`config.mk`:
```
export PLATFORM = sky130hd
export DESIGN_NAME = cluster_periph_top
export DESIGN_NICKNAME = d
export VERILOG_FILES = /design/src/cluster_periph_pkg.sv /design/src/cluster_ctrl_unit.sv /design/src/cluster_timer.sv /design/src/periph_bus_mux.sv /design/src/cluster_periph_top.sv
export SDC_FILE = /design/constraint.sdc
export NUM_CORES = 1
export LEC_CHECK = 0
export BUFFER_PORTS_ARGS = -buffer_cell sky130_fd_sc_hd__buf_2
export CORE_MARGIN = 2
export CORE_UTILIZATION = 50
export CTS_BUF_LIST = sky130_fd_sc_hd__clkbuf_4 sky130_fd_sc_hd__clkbuf_8 sky130_fd_sc_hd__clkbuf_16
export CTS_CLUSTER_SIZE = 25
export DETAILED_ROUTE_END_ITERATION = 8
export PLACE_DENSITY_LB_ADDON = 0.2
export SYNTH_ARGS = -nofsm -noshare
export SYNTH_HDL_FRONTEND = slang
export SYNTH_SLANG_ARGS = --single-unit
```
`constraint.sdc`:
```
create_clock -name clk_i -period 5.9 [get_ports clk_i]
set_clock_uncertainty 0.2 [all_clocks]
set_input_delay 1.18 -clock clk_i [delete_from_list [all_inputs] [get_ports clk_i]]
set_output_delay 1.18 -clock clk_i [all_outputs]
set_load 0.01 [all_outputs]
```
`src/cluster_periph_pkg.sv`:
```
// fixed for 8 cores and a 12-bit word address; the top nibble picks the unit, low byte the register
`default_nettype none

package cluster_periph_pkg;

  localparam int unsigned NB_CORES = 8;
  localparam int unsigned ADDR_W   = 12;
  localparam int unsigned DATA_W   = 32;

  // address split into unit select and register offset
  localparam int unsigned SEL_W  = 4;
  localparam int unsigned OFFS_W = 8;

  localparam logic [SEL_W-1:0] CTRL_BASE  = 4'h0;
  localparam logic [SEL_W-1:0] TIMER_BASE = 4'h1;

  localparam logic [DATA_W-1:0] BOOT_ADDR_RESET = 32'h1C00_0000;

  typedef struct packed {
    logic              we;
    logic [ADDR_W-1:0] addr;
    logic [DATA_W-1:0] wdata;
  } periph_req_t;

  typedef struct packed {
    logic [DATA_W-1:0] rdata;
    logic              err;
  } periph_rsp_t;

  typedef enum logic [1:0] {
    TGT_CTRL,
    TGT_TIMER,
    TGT_NONE
  } periph_target_e;

  typedef enum logic [OFFS_W-1:0] {
    CTRL_EOC       = 8'h00,
    CTRL_FETCH_EN  = 8'h04,
    CTRL_BOOT_ADDR = 8'h08
  } ctrl_reg_e;

  // status bit 0 is write-one-to-clear
  typedef enum logic [OFFS_W-1:0] {
    TMR_CFG    = 8'h00,
    TMR_COUNT  = 8'h04,
    TMR_CMP    = 8'h08,
    TMR_STATUS = 8'h0C
  } timer_reg_e;

endpackage

`default_nettype wire

```
`src/cluster_ctrl_unit.sv`:
```
// one boot address shared by all cores; unknown offsets answer with the error bit set
`timescale 1ns/100ps
`default_nettype none

module cluster_ctrl_unit (
  input  wire logic                                     clk_i,
  input  wire logic                                     rst_n_i,
  input  wire logic                                     sel_i,
  input  wire cluster_periph_pkg::periph_req_t          req_i,
  output cluster_periph_pkg::periph_rsp_t               rsp_o,
  output logic                                          eoc_o,
  output logic [cluster_periph_pkg::NB_CORES-1:0]       fetch_enable_o,
  output logic [cluster_periph_pkg::DATA_W-1:0]         boot_addr_o
);

  logic [cluster_periph_pkg::OFFS_W-1:0]   offs;
  logic                                    hit;
  logic [cluster_periph_pkg::DATA_W-1:0]   rd_data;

  logic                                    eoc_q;
  logic [cluster_periph_pkg::NB_CORES-1:0] fetch_en_q;
  logic [cluster_periph_pkg::DATA_W-1:0]   boot_addr_q;
  cluster_periph_pkg::periph_rsp_t         rsp_q;

  assign offs = req_i.addr[cluster_periph_pkg::OFFS_W-1:0];

  // ************************************************************************
  // register decode
  // ************************************************************************

  always_comb begin
    hit     = 1'b1;
    rd_data = '0;
    case (offs)
      cluster_periph_pkg::CTRL_EOC: begin
        rd_data[0] = eoc_q;
      end
      cluster_periph_pkg::CTRL_FETCH_EN: begin
        rd_data[cluster_periph_pkg::NB_CORES-1:0] = fetch_en_q;
      end
      cluster_periph_pkg::CTRL_BOOT_ADDR: begin
        rd_data = boot_addr_q;
      end
      default: begin
        hit = 1'b0;
      end
    endcase
  end

  // writes land on the strobe edge, so outputs move with the accepted request
  always_ff @(posedge clk_i) begin
    if (!rst_n_i) begin
      eoc_q       <= 1'b0;
      fetch_en_q  <= '0;
      boot_addr_q <= cluster_periph_pkg::BOOT_ADDR_RESET;
    end else if (sel_i && req_i.we) begin
      case (offs)
        cluster_periph_pkg::CTRL_EOC:       eoc_q       <= req_i.wdata[0];
        cluster_periph_pkg::CTRL_FETCH_EN: begin
          fetch_en_q <= req_i.wdata[cluster_periph_pkg::NB_CORES-1:0];
        end
        cluster_periph_pkg::CTRL_BOOT_ADDR: boot_addr_q <= req_i.wdata;
        default: ;
      endcase
    end
  end

  // ************************************************************************
  // response one cycle after the strobe
  // ************************************************************************

  always_ff @(posedge clk_i) begin
    if (sel_i) begin
      rsp_q.rdata <= req_i.we ? '0 : rd_data;
      rsp_q.err   <= !hit;
    end
  end

  assign rsp_o          = rsp_q;
  assign eoc_o          = eoc_q;
  assign fetch_enable_o = fetch_en_q;
  assign boot_addr_o    = boot_addr_q;

endmodule

`default_nettype wire

```
`src/cluster_timer.sv`:
```
// counts on clk_i with a 32-bit count that wraps silently; match status is sticky until cleared
`timescale 1ns/100ps
`default_nettype none

module cluster_timer (
  input  wire logic                            clk_i,
  input  wire logic                            rst_n_i,
  input  wire logic                            sel_i,
  input  wire cluster_periph_pkg::periph_req_t req_i,
  output cluster_periph_pkg::periph_rsp_t      rsp_o,
  output logic                                 evt_o
);

  logic [cluster_periph_pkg::OFFS_W-1:0] offs;
  logic                                  hit;
  logic                                  wr;
  logic [cluster_periph_pkg::DATA_W-1:0] rd_data;

  logic                                  enable_q;
  logic [cluster_periph_pkg::DATA_W-1:0] count_q;
  logic [cluster_periph_pkg::DATA_W-1:0] cmp_q;
  logic                                  match_q;
  cluster_periph_pkg::periph_rsp_t       rsp_q;

  assign offs = req_i.addr[cluster_periph_pkg::OFFS_W-1:0];
  assign wr   = sel_i && req_i.we;

  always_comb begin
    hit     = 1'b1;
    rd_data = '0;
    case (offs)
      cluster_periph_pkg::TMR_CFG:    rd_data[0] = enable_q;
      cluster_periph_pkg::TMR_COUNT:  rd_data    = count_q;
      cluster_periph_pkg::TMR_CMP:    rd_data    = cmp_q;
      cluster_periph_pkg::TMR_STATUS: rd_data[0] = match_q;
      default:                        hit        = 1'b0;
    endcase
  end

  // ************************************************************************
  // configuration registers
  // ************************************************************************

  always_ff @(posedge clk_i) begin
    if (!rst_n_i) begin
      enable_q <= 1'b0;
      cmp_q    <= '0;
    end else if (wr) begin
      if (offs == cluster_periph_pkg::TMR_CFG) begin
        enable_q <= req_i.wdata[0];
      end
      if (offs == cluster_periph_pkg::TMR_CMP) begin
        cmp_q <= req_i.wdata;
      end
    end
  end

  // ************************************************************************
  // counter and sticky match
  // ************************************************************************

  // a count load wins over the increment
  always_ff @(posedge clk_i) begin
    if (!rst_n_i) begin
      count_q <= '0;
    end else if (wr && offs == cluster_periph_pkg::TMR_COUNT) begin
      count_q <= req_i.wdata;
    end else if (enable_q) begin
      count_q <= count_q + 1'b1;
    end
  end

  // a new match in the same cycle as a clear keeps the flag set
  always_ff @(posedge clk_i) begin
    if (!rst_n_i) begin
      match_q <= 1'b0;
    end else begin
      if (wr && offs == cluster_periph_pkg::TMR_STATUS && req_i.wdata[0]) begin
        match_q <= 1'b0;
      end
      if (enable_q && count_q == cmp_q) begin
        match_q <= 1'b1;
      end
    end
  end

  always_ff @(posedge clk_i) begin
    if (sel_i) begin
      rsp_q.rdata <= req_i.we ? '0 : rd_data;
      rsp_q.err   <= !hit;
    end
  end

  assign rsp_o = rsp_q;
  assign evt_o = match_q;

endmodule

`default_nettype wire

```
`src/periph_bus_mux.sv`:
```
// one request outstanding at a time, fixed one-cycle latency; the response waits for rsp_ready_i
`timescale 1ns/100ps
`default_nettype none

module periph_bus_mux (
  input  wire logic                            clk_i,
  input  wire logic                            rst_n_i,

  input  wire logic                            req_valid_i,
  input  wire cluster_periph_pkg::periph_req_t req_i,
  output logic                                 req_ready_o,

  output logic                                 rsp_valid_o,
  output cluster_periph_pkg::periph_rsp_t      rsp_o,
  input  wire logic                            rsp_ready_i,

  output logic                                 ctrl_sel_o,
  output logic                                 timer_sel_o,
  input  wire cluster_periph_pkg::periph_rsp_t ctrl_rsp_i,
  input  wire cluster_periph_pkg::periph_rsp_t timer_rsp_i
);

  logic [cluster_periph_pkg::SEL_W-1:0] unit_sel;
  logic                                 accept;

  cluster_periph_pkg::periph_target_e   tgt_d;
  cluster_periph_pkg::periph_target_e   tgt_q;
  logic                                 pend_q;
  logic                                 rsp_valid_q;
  cluster_periph_pkg::periph_rsp_t      rsp_d;
  cluster_periph_pkg::periph_rsp_t      rsp_q;

  // ************************************************************************
  // request decode
  // ************************************************************************

  assign unit_sel = req_i.addr[cluster_periph_pkg::ADDR_W-1 -: cluster_periph_pkg::SEL_W];

  always_comb begin
    case (unit_sel)
      cluster_periph_pkg::CTRL_BASE:  tgt_d = cluster_periph_pkg::TGT_CTRL;
      cluster_periph_pkg::TIMER_BASE: tgt_d = cluster_periph_pkg::TGT_TIMER;
      default:                        tgt_d = cluster_periph_pkg::TGT_NONE;
    endcase
  end

  // no new request while one is in flight or a response is stuck
  assign req_ready_o = !pend_q && (!rsp_valid_q || rsp_ready_i);
  assign accept      = req_valid_i && req_ready_o;

  assign ctrl_sel_o  = accept && (tgt_d == cluster_periph_pkg::TGT_CTRL);
  assign timer_sel_o = accept && (tgt_d == cluster_periph_pkg::TGT_TIMER);

  always_ff @(posedge clk_i) begin
    if (!rst_n_i) begin
      pend_q <= 1'b0;
      tgt_q  <= cluster_periph_pkg::TGT_NONE;
    end else begin
      pend_q <= accept;
      if (accept) begin
        tgt_q <= tgt_d;
      end
    end
  end

  // ************************************************************************
  // response select and hold
  // ************************************************************************

  always_comb begin
    case (tgt_q)
      cluster_periph_pkg::TGT_CTRL:  rsp_d = ctrl_rsp_i;
      cluster_periph_pkg::TGT_TIMER: rsp_d = timer_rsp_i;
      default:                       rsp_d = '{rdata: '0, err: 1'b1};
    endcase
  end

  always_ff @(posedge clk_i) begin
    if (!rst_n_i) begin
      rsp_valid_q <= 1'b0;
    end else if (pend_q) begin
      rsp_valid_q <= 1'b1;
    end else if (rsp_ready_i) begin
      rsp_valid_q <= 1'b0;
    end
  end

  // pend_q implies the slot is free, so nothing held gets overwritten
  always_ff @(posedge clk_i) begin
    if (pend_q) begin
      rsp_q <= rsp_d;
    end
  end

  assign rsp_valid_o = rsp_valid_q;
  assign rsp_o       = rsp_q;

endmodule

`default_nettype wire

```
`src/cluster_periph_top.sv`:
```
// register bus with one-cycle response latency; top address nibble 0 is control, 1 is timer
`timescale 1ns/100ps
`default_nettype none

module cluster_periph_top (
  input  wire logic                                clk_i,
  input  wire logic                                rst_n_i,

  // request and response streams
  input  wire logic                                req_valid_i,
  input  wire cluster_periph_pkg::periph_req_t     req_i,
  output logic                                     req_ready_o,
  output logic                                     rsp_valid_o,
  output cluster_periph_pkg::periph_rsp_t          rsp_o,
  input  wire logic                                rsp_ready_i,

  // cluster control outputs
  output logic                                     eoc_o,
  output logic [cluster_periph_pkg::NB_CORES-1:0]  fetch_enable_o,
  output logic [cluster_periph_pkg::DATA_W-1:0]    boot_addr_o,
  output logic                                     timer_evt_o
);

  logic                            ctrl_sel;
  logic                            timer_sel;
  cluster_periph_pkg::periph_rsp_t ctrl_rsp;
  cluster_periph_pkg::periph_rsp_t timer_rsp;

  // ************************************************************************
  // bus decode and response merge
  // ************************************************************************

  periph_bus_mux u_bus_mux (
    .clk_i       ( clk_i       ),
    .rst_n_i     ( rst_n_i     ),
    .req_valid_i ( req_valid_i ),
    .req_i       ( req_i       ),
    .req_ready_o ( req_ready_o ),
    .rsp_valid_o ( rsp_valid_o ),
    .rsp_o       ( rsp_o       ),
    .rsp_ready_i ( rsp_ready_i ),
    .ctrl_sel_o  ( ctrl_sel    ),
    .timer_sel_o ( timer_sel   ),
    .ctrl_rsp_i  ( ctrl_rsp    ),
    .timer_rsp_i ( timer_rsp   )
  );

  // ************************************************************************
  // units
  // ************************************************************************

  cluster_ctrl_unit u_ctrl (
    .clk_i          ( clk_i          ),
    .rst_n_i        ( rst_n_i        ),
    .sel_i          ( ctrl_sel       ),
    .req_i          ( req_i          ),
    .rsp_o          ( ctrl_rsp       ),
    .eoc_o          ( eoc_o          ),
    .fetch_enable_o ( fetch_enable_o ),
    .boot_addr_o    ( boot_addr_o    )
  );

  cluster_timer u_timer (
    .clk_i   ( clk_i       ),
    .rst_n_i ( rst_n_i     ),
    .sel_i   ( timer_sel   ),
    .req_i   ( req_i       ),
    .rsp_o   ( timer_rsp   ),
    .evt_o   ( timer_evt_o )
  );

endmodule

`default_nettype wire

```
==> impl_results.md, run 1 <==
- Die Area: 19460 sq um
- Setup TNS: 0 ps
- Crit path from: req_i[41]
- Vias in the first global route: 6101
- Core Region: 17960 sq um
- Slew Limit Fails: 0
- I/O Pins: 126
- Final net count: 998
- Worst-Margin Slew: 1146 ps
- Skew-Pair Late Insertion Delay: 500 ps
- Clk root buf: clkbuf_16
- HPWL Detailed: 13680 um
- Final Hold Fails: 0
- Post-Syn Area: 9183 sq um
- Final setup vio count: 0
- Yosys warns: 0
- DRC: 0
- ANT nets after route: 0
- Top FF cell, synth: dfxtp_1
- Startpoint of the worst hold path: u_ctrl.boot_addr_o[8]
- Unique masters post-synth: 46
- CTS HTree Levels: 1
- Num CTS Buffers: 22
- CP Class: primary input to register
- Max_slew headroom: 23.40%
- Rows: 49
- R2R depth: 6
- PostCTS Resize Cnt: 0
- Initial antenna violation count: 1
- Placed Cells: 1153
- Area delta synth->final: 16.32%
- Global-route wire length before repair: 33870 um
- Final period util: 58.80%
- Worst EP required: 6110 ps
- Switching Fraction: 20.28%
- Initial DRC Count: 431
- Crit Path Max Fanout: 23
- Leak: 4.158 nW
- Gr ovfl total: 0
- Largest net degree at the start of global routing: 60
- Via density: 5.453
- EDFF count, synth: 99
- Reg power frac: 51.6%
- CTS hold repair buffers: 0
- Vias: 6511
- Bufs on Longest Clock Path: 3
- Critical Path Sink Type: register
- Int Pwr: 2.386 mW
- Share of cells above drive strength 1: 20.33%
- Number of max-cap violations: 0
- Final Critical Period: 3469 ps
- Seq/Total Area, Yosys: 56.57%
- GPL Wtd Cong: 0.8103
- Die Ht: 139.5 um
- Comb pwr share: 3.0%
- Avg Inst Size Synth: 10.80 sq um
- Reg-to-reg endpoint: u_timer.cmp_q[13]
- Cell Pwr Density: 280.2 nW/um^2
- Router iterations before antenna repair: 7
- Status: finished, final reports clean
- Die Span X: 139.5 um
- Crit path DAT: 3680 ps
- CTS tree: built
- Clk pin slew, worst setup/hold paths: 60 ps
- Syn_nets: 900
- Fin cells: 1194
- Cells after Synth: 850
- Gr usage total: 21.82%
- Startpoint types: primary input
- Clock power frac: 45.4%
- Routed WL per cell: 18.21 um
- Max VDD drop: 0.0001793 V
- Worst R2R Setup Slack: 2450 ps
- Synth Register Bits: 210
- Clock sinks: 210
- Unrepaired setup endpoints after global routing: no
- NetSw: 607.0 uW
- Number of setup buffers added after CTS: 0
- Worst hold margin: 268.9 ps
- WHS Path Cells: 2
- Reg2Reg Launch Point: u_bus_mux.pend_q
- Starting density of the core: 51.12%
- # port buffers: 125
- Hold Crit Class: register to register
- Final wirelength: 21750 um
- FFs w/ async S/R, synth: 0%
- Max Freq: 288.3 MHz
- Hold endpoint: u_ctrl.boot_addr_o[8]
-- routing by layer --
layer / share of wire [%] / GRT usage (%) / vias up
li1: - / - / 3193
met1: 48 / 32.60 / 3091
met2: 44 / 33.67 / 196
met3: 5.9 / 3.544 / 31
met4: 1.7 / 4.838 / 0
met5: 0 / 0 / -
-- cell families after synthesis --
kind of cell / share of synthesized area (%)
AND/OR/NAND/NOR: 16.54
flip-flops: 56.57
AO/OA/AOI/OAI: 12.78
buffers and inverters: 3.011
XOR/XNOR: 5.914
multiplexers: 5.042
adder cells (fa/ha/maj): 0.1362
-- worst max-delay path by stage --
stage | endpoint | slack (ps) | cells past startpoint
after floorplan | u_timer.rsp_o[0] | 2130 | 4
after global placement | u_timer.cmp_q[26] | 2100 | 7
after detailed placement | u_timer.cmp_q[22] | 1990 | 7
after CTS | u_timer.cmp_q[22] | 2410 | 6
after global routing | u_timer.cmp_q[22] | 2090 | 6
final | u_timer.cmp_q[13] | 2430 | 7
-- sequential cells by signal, indices dropped and copies added, names as in the netlist, 2 cells and up --
register and cells:
u_timer.count_q 32, u_timer.cmp_q 32, u_ctrl.rsp_o 33, u_bus_mux.rsp_o 33, u_ctrl.boot_addr_o 32, u_bus_mux.tgt_q 2
u_ctrl.fetch_enable_o 8, u_timer.rsp_o 33
-- synthesized netlist by cell type (6+ instances only) --
cell type,instances,area (sq um)
nor2b_1,14,87.58
and3_1,9,56.30
nand2_1,151,566.8
and2_1,25,156.4
nand3_1,16,80.08
a22o_1,38,332.8
nor2_1,38,142.6
a21oi_1,19,95.09
xor2_1,50,437.9
a21boi_1,6,45.04
mux2i_1,44,440.4
o21ai_0,21,105.1
xnor2_1,12,105.1
edfxtp_1,99,2973
dfxtp_1,111,2222
clkbuf_1,38,142.6
nor3_1,9,45.04
nor4_1,9,56.30
nand4_1,12,75.07
a21boi_0,56,420.4
o211a_1,13,130.1
buf_2,22,110.1
-- per-stage QoR --
step / area (sq um) / utilization [%] / setup WS, ps / total power, mW
finish: 10680 / 59.46 / 2431 / 2.993
global route: 10680 / 59.45 / 2088 / 3.080
CTS: 10680 / 59.45 / 2409 / 3.023
detailed placement: 9957 / 55.43 / 1985 / 1.664
global placement: 9957 / 55.43 / 2098 / 1.664
floorplan: 9183 / - / 2127 / 1.613
-- critical path, cell delays in order --
cell	delay, ps
buf_2	100
nor3_1	260
nand3_1	560
nor3_2	860
buf_4	420
nand2_1	90
a21boi_0	180
-- final cells by class --
cell class | count | area, sq um
fillers | 1552 | 7282
flip-flops and latches | 210 | 5197
multi-input cells | 574 | 3746
repair buffers | 137 | 715.7
clock buffers | 38 | 713.2
well taps | 229 | 286.5
inverters | 3 | 11.26
clock inverters | 2 | 8.758
diodes | 1 | 2.502
-- power groups by stage --
stage | sequential, mW | clock [mW] | combinational, mW
after floorplan | 1.58 | 0 | 0.0356
after global placement | 1.58 | 0 | 0.0880
after detailed placement | 1.58 | 0 | 0.0882
after CTS | 1.54 | 1.39 | 0.0887
after global routing | 1.55 | 1.44 | 0.0958
final | 1.54 | 1.36 | 0.0886
-- layout by cell type (no fill, tap or decap), types with 3 or more instances in the layout --
master | Yosys | layout
nand2_1 | 151 | 151
buf_2 | 22 | 125
dfxtp_1 | 111 | 109
edfxtp_1 | 99 | 99
a21boi_0 | 56 | 56
xor2_1 | 50 | 50
mux2i_1 | 44 | 44
a22o_1 | 38 | 38
nor2_1 | 38 | 36
and2_1 | 25 | 25
clkbuf_16 | 0 | 23
o21ai_0 | 21 | 21
a21oi_1 | 19 | 19
nand3_1 | 16 | 16
nor2b_1 | 14 | 14
o211a_1 | 13 | 13
nand4_1 | 12 | 12
xnor2_1 | 12 | 12
buf_4 | 0 | 12
clkbuf_4 | 0 | 11
and3_1 | 9 | 9
nor4_1 | 9 | 9
nor3_1 | 9 | 7
a21boi_1 | 6 | 6
nor4_4 | 3 | 4
clkbuf_8 | 0 | 4
inv_1 | 3 | 3
nand2b_1 | 3 | 3
or3_1 | 3 | 3
No activity file was read; power rests on OpenSTA's default activity.
==> run 2, diff against run 1 <==
==> constraint.sdc (replaced) <==
create_clock -name clk_i -period 3.47 [get_ports clk_i]
set_clock_uncertainty 0.2 [all_clocks]
set_input_delay 0.694 -clock clk_i [delete_from_list [all_inputs] [get_ports clk_i]]
set_output_delay 0.694 -clock clk_i [all_outputs]
set_load 0.01 [all_outputs]
==> run 2 against run 1 <==
Effect of this change:
- sequential power increased by 70%
- global-route usage is 0.29 points higher
- critical path type is now register to register
- clock-buffer cell count down 8
- clock power rose by 70%
- core utilization is 0.44 points higher
- flip-flop and latch count did not move
- routed wire length rose by 0.46%
- hold slack got worse by 15 ps
- die area unchanged
- first-iteration DRC count decreased by 5.1%
- combinational power is 81% higher
==> impl_results.md, run 2 (synthesized netlist as in run 1, its figures left out) <==
- Cell area after layout: 10760 sq um
- Fill cell total of the finished layout: 1518
- Final period util: 71.86%
- Max VDD drop: 0.0003358 V
- Unrepaired setup endpoints after global routing: no
- Startpoint of the worst hold path: req_i[31]
- CTS hold repair buffers: 0
- Post-layout util: 59.90%
- Final WS setup: 976.5 ps
- Setup TNS: 0 ps
- Placed Cells: 1163
- Max_slew headroom: 41.53%
- Commonest non-fill, non-tap cells in the layout: nand2_1, buf_2, dfxtp_1
- Startpoint types: register
- Die Area: 19460 sq um
- Most common library cell in the layout ignoring fill and taps: nand2_1
- Routed WL per cell: 18.15 um
- Worst R2R Setup Slack: 980 ps
- Share of cells above drive strength 1: 20.84%
- Hold Crit Class: primary input to register
- Dpl ws: 509.6 ps
- Reg-to-reg endpoint: u_timer.count_q[28]
- Final Critical Period: 2493 ps
- I/O Pins: 126
- Via density: 5.481
- Slew Limit Fails: 0
- Initial DRC Count: 409
- Vias: 6599
- Worst EP required: 3630 ps
- Register area: 5197 sq um
- # port buffers: 125
- Bufs on Longest Clock Path: 3
- WHS Path Cells: 3
- Number of max-cap violations: 0
- Clock sinks: 210
- Final Hold Fails: 0
- Total power: 5.084 mW
- Cell Pwr Density: 472.5 nW/um^2
- Clk root buf: clkbuf_16
- Die Ht: 139.5 um
- Leak: 4.202 nW
- Starting density of the core: 51.12%
- Fin cells: 1204
- HPWL Detailed: 14300 um
- Die Span X: 139.5 um
- Worst-Margin Slew: 875.9 ps
- PostCTS Resize Cnt: 0
- Crit Path Max Fanout: 17
- Largest net degree at the start of global routing: 52
- Global-route wire length before repair: 34580 um
- GPL Wtd Cong: 0.8446
- Critical Path Sink Type: register
- CP Class: register to register
- Status: finished, final reports clean
- Gr usage total: 22.11%
- Initial antenna violation count: 1
- Multi-input gate area: 3746 sq um
- Area delta synth->final: 17.18%
- Hold endpoint: u_timer.cmp_q[31]
- DRC: 0
- Final net count: 1008
- CTS HTree Levels: 1
- Number of setup buffers added after CTS: 0
- Reg2Reg Launch Point: u_bus_mux.pend_q
- Worst hold margin: 254.3 ps
- Crit path DAT: 2650 ps
- Clk pin slew, worst setup/hold paths: 60 ps
- Gr ovfl total: 0
- Final wirelength: 21850 um
- DP Area: 10040 sq um
- Router iterations before antenna repair: 5
- Rows: 49
- CTS tree: built
- Core Region: 17960 sq um
- ANT nets after route: 0
- Max Freq: 401.0 MHz
- Skew-Pair Late Insertion Delay: 510 ps
- Num CTS Buffers: 22
- R2R depth: 5
- Final setup vio count: 0
- Vias in the first global route: 6406
run 2: cell count changes in the layout (fill, tap and decap cells not counted):
cell        before  now
clkinvlp_4       0    1
clkbuf_8         4    2
buf_4           12   21
buf_12           0    1
clkbuf_4        11    5
clkinv_1         1    4
clkinv_2         1    4
bufinv_16        0    1
run 2: cell type report:
class                   count  share of cell area, %
flip-flops and latches    210                  48.30
multi-input cells         574                  34.81
repair buffers            147                  7.465
clock buffers              30                  5.953
well taps                 229                  2.663
clock inverters            10                 0.6744
inverters                   3                 0.1047
diodes                      1                0.02326
run 2: worst max-delay path, stage by stage, from the launching register on:
cell and delay (ps):
dfxtp_2 320, nor2b_1 230, nand3_1 340, or4_1 910
o21ai_0 280, a21oi_1 60
run 2: worst max path at each step:
stage,start,endpoint,slack [ps],cells after the start
after floorplan,u_bus_mux.pend_q,u_timer.rsp_o[0],80,4
after global placement,req_i[41],u_timer.count_q[31],620,6
after detailed placement,req_valid_i,u_timer.count_q[31],510,6
after CTS,u_bus_mux.pend_q,u_timer.count_q[31],980,5
after global routing,u_bus_mux.pend_q,u_timer.count_q[25],820,5
final,u_bus_mux.pend_q,u_timer.count_q[28],980,5
run 2: report_power, final:
part | internal, mW | switching (mW)
Sequential | 2.61 | 0.0103
Combinational | 0.0594 | 0.100
Clock | 1.37 | 0.942
run 2: metal layers:
layer | vias to the layer above | part of all wire [%] | track usage (%)
met5 | - | 0 | 0
met1 | 3181 | 47 | 32.22
met3 | 24 | 5.7 | 3.613
li1 | 3213 | - | -
met2 | 181 | 46 | 35.27
met4 | 0 | 1.2 | 4.413
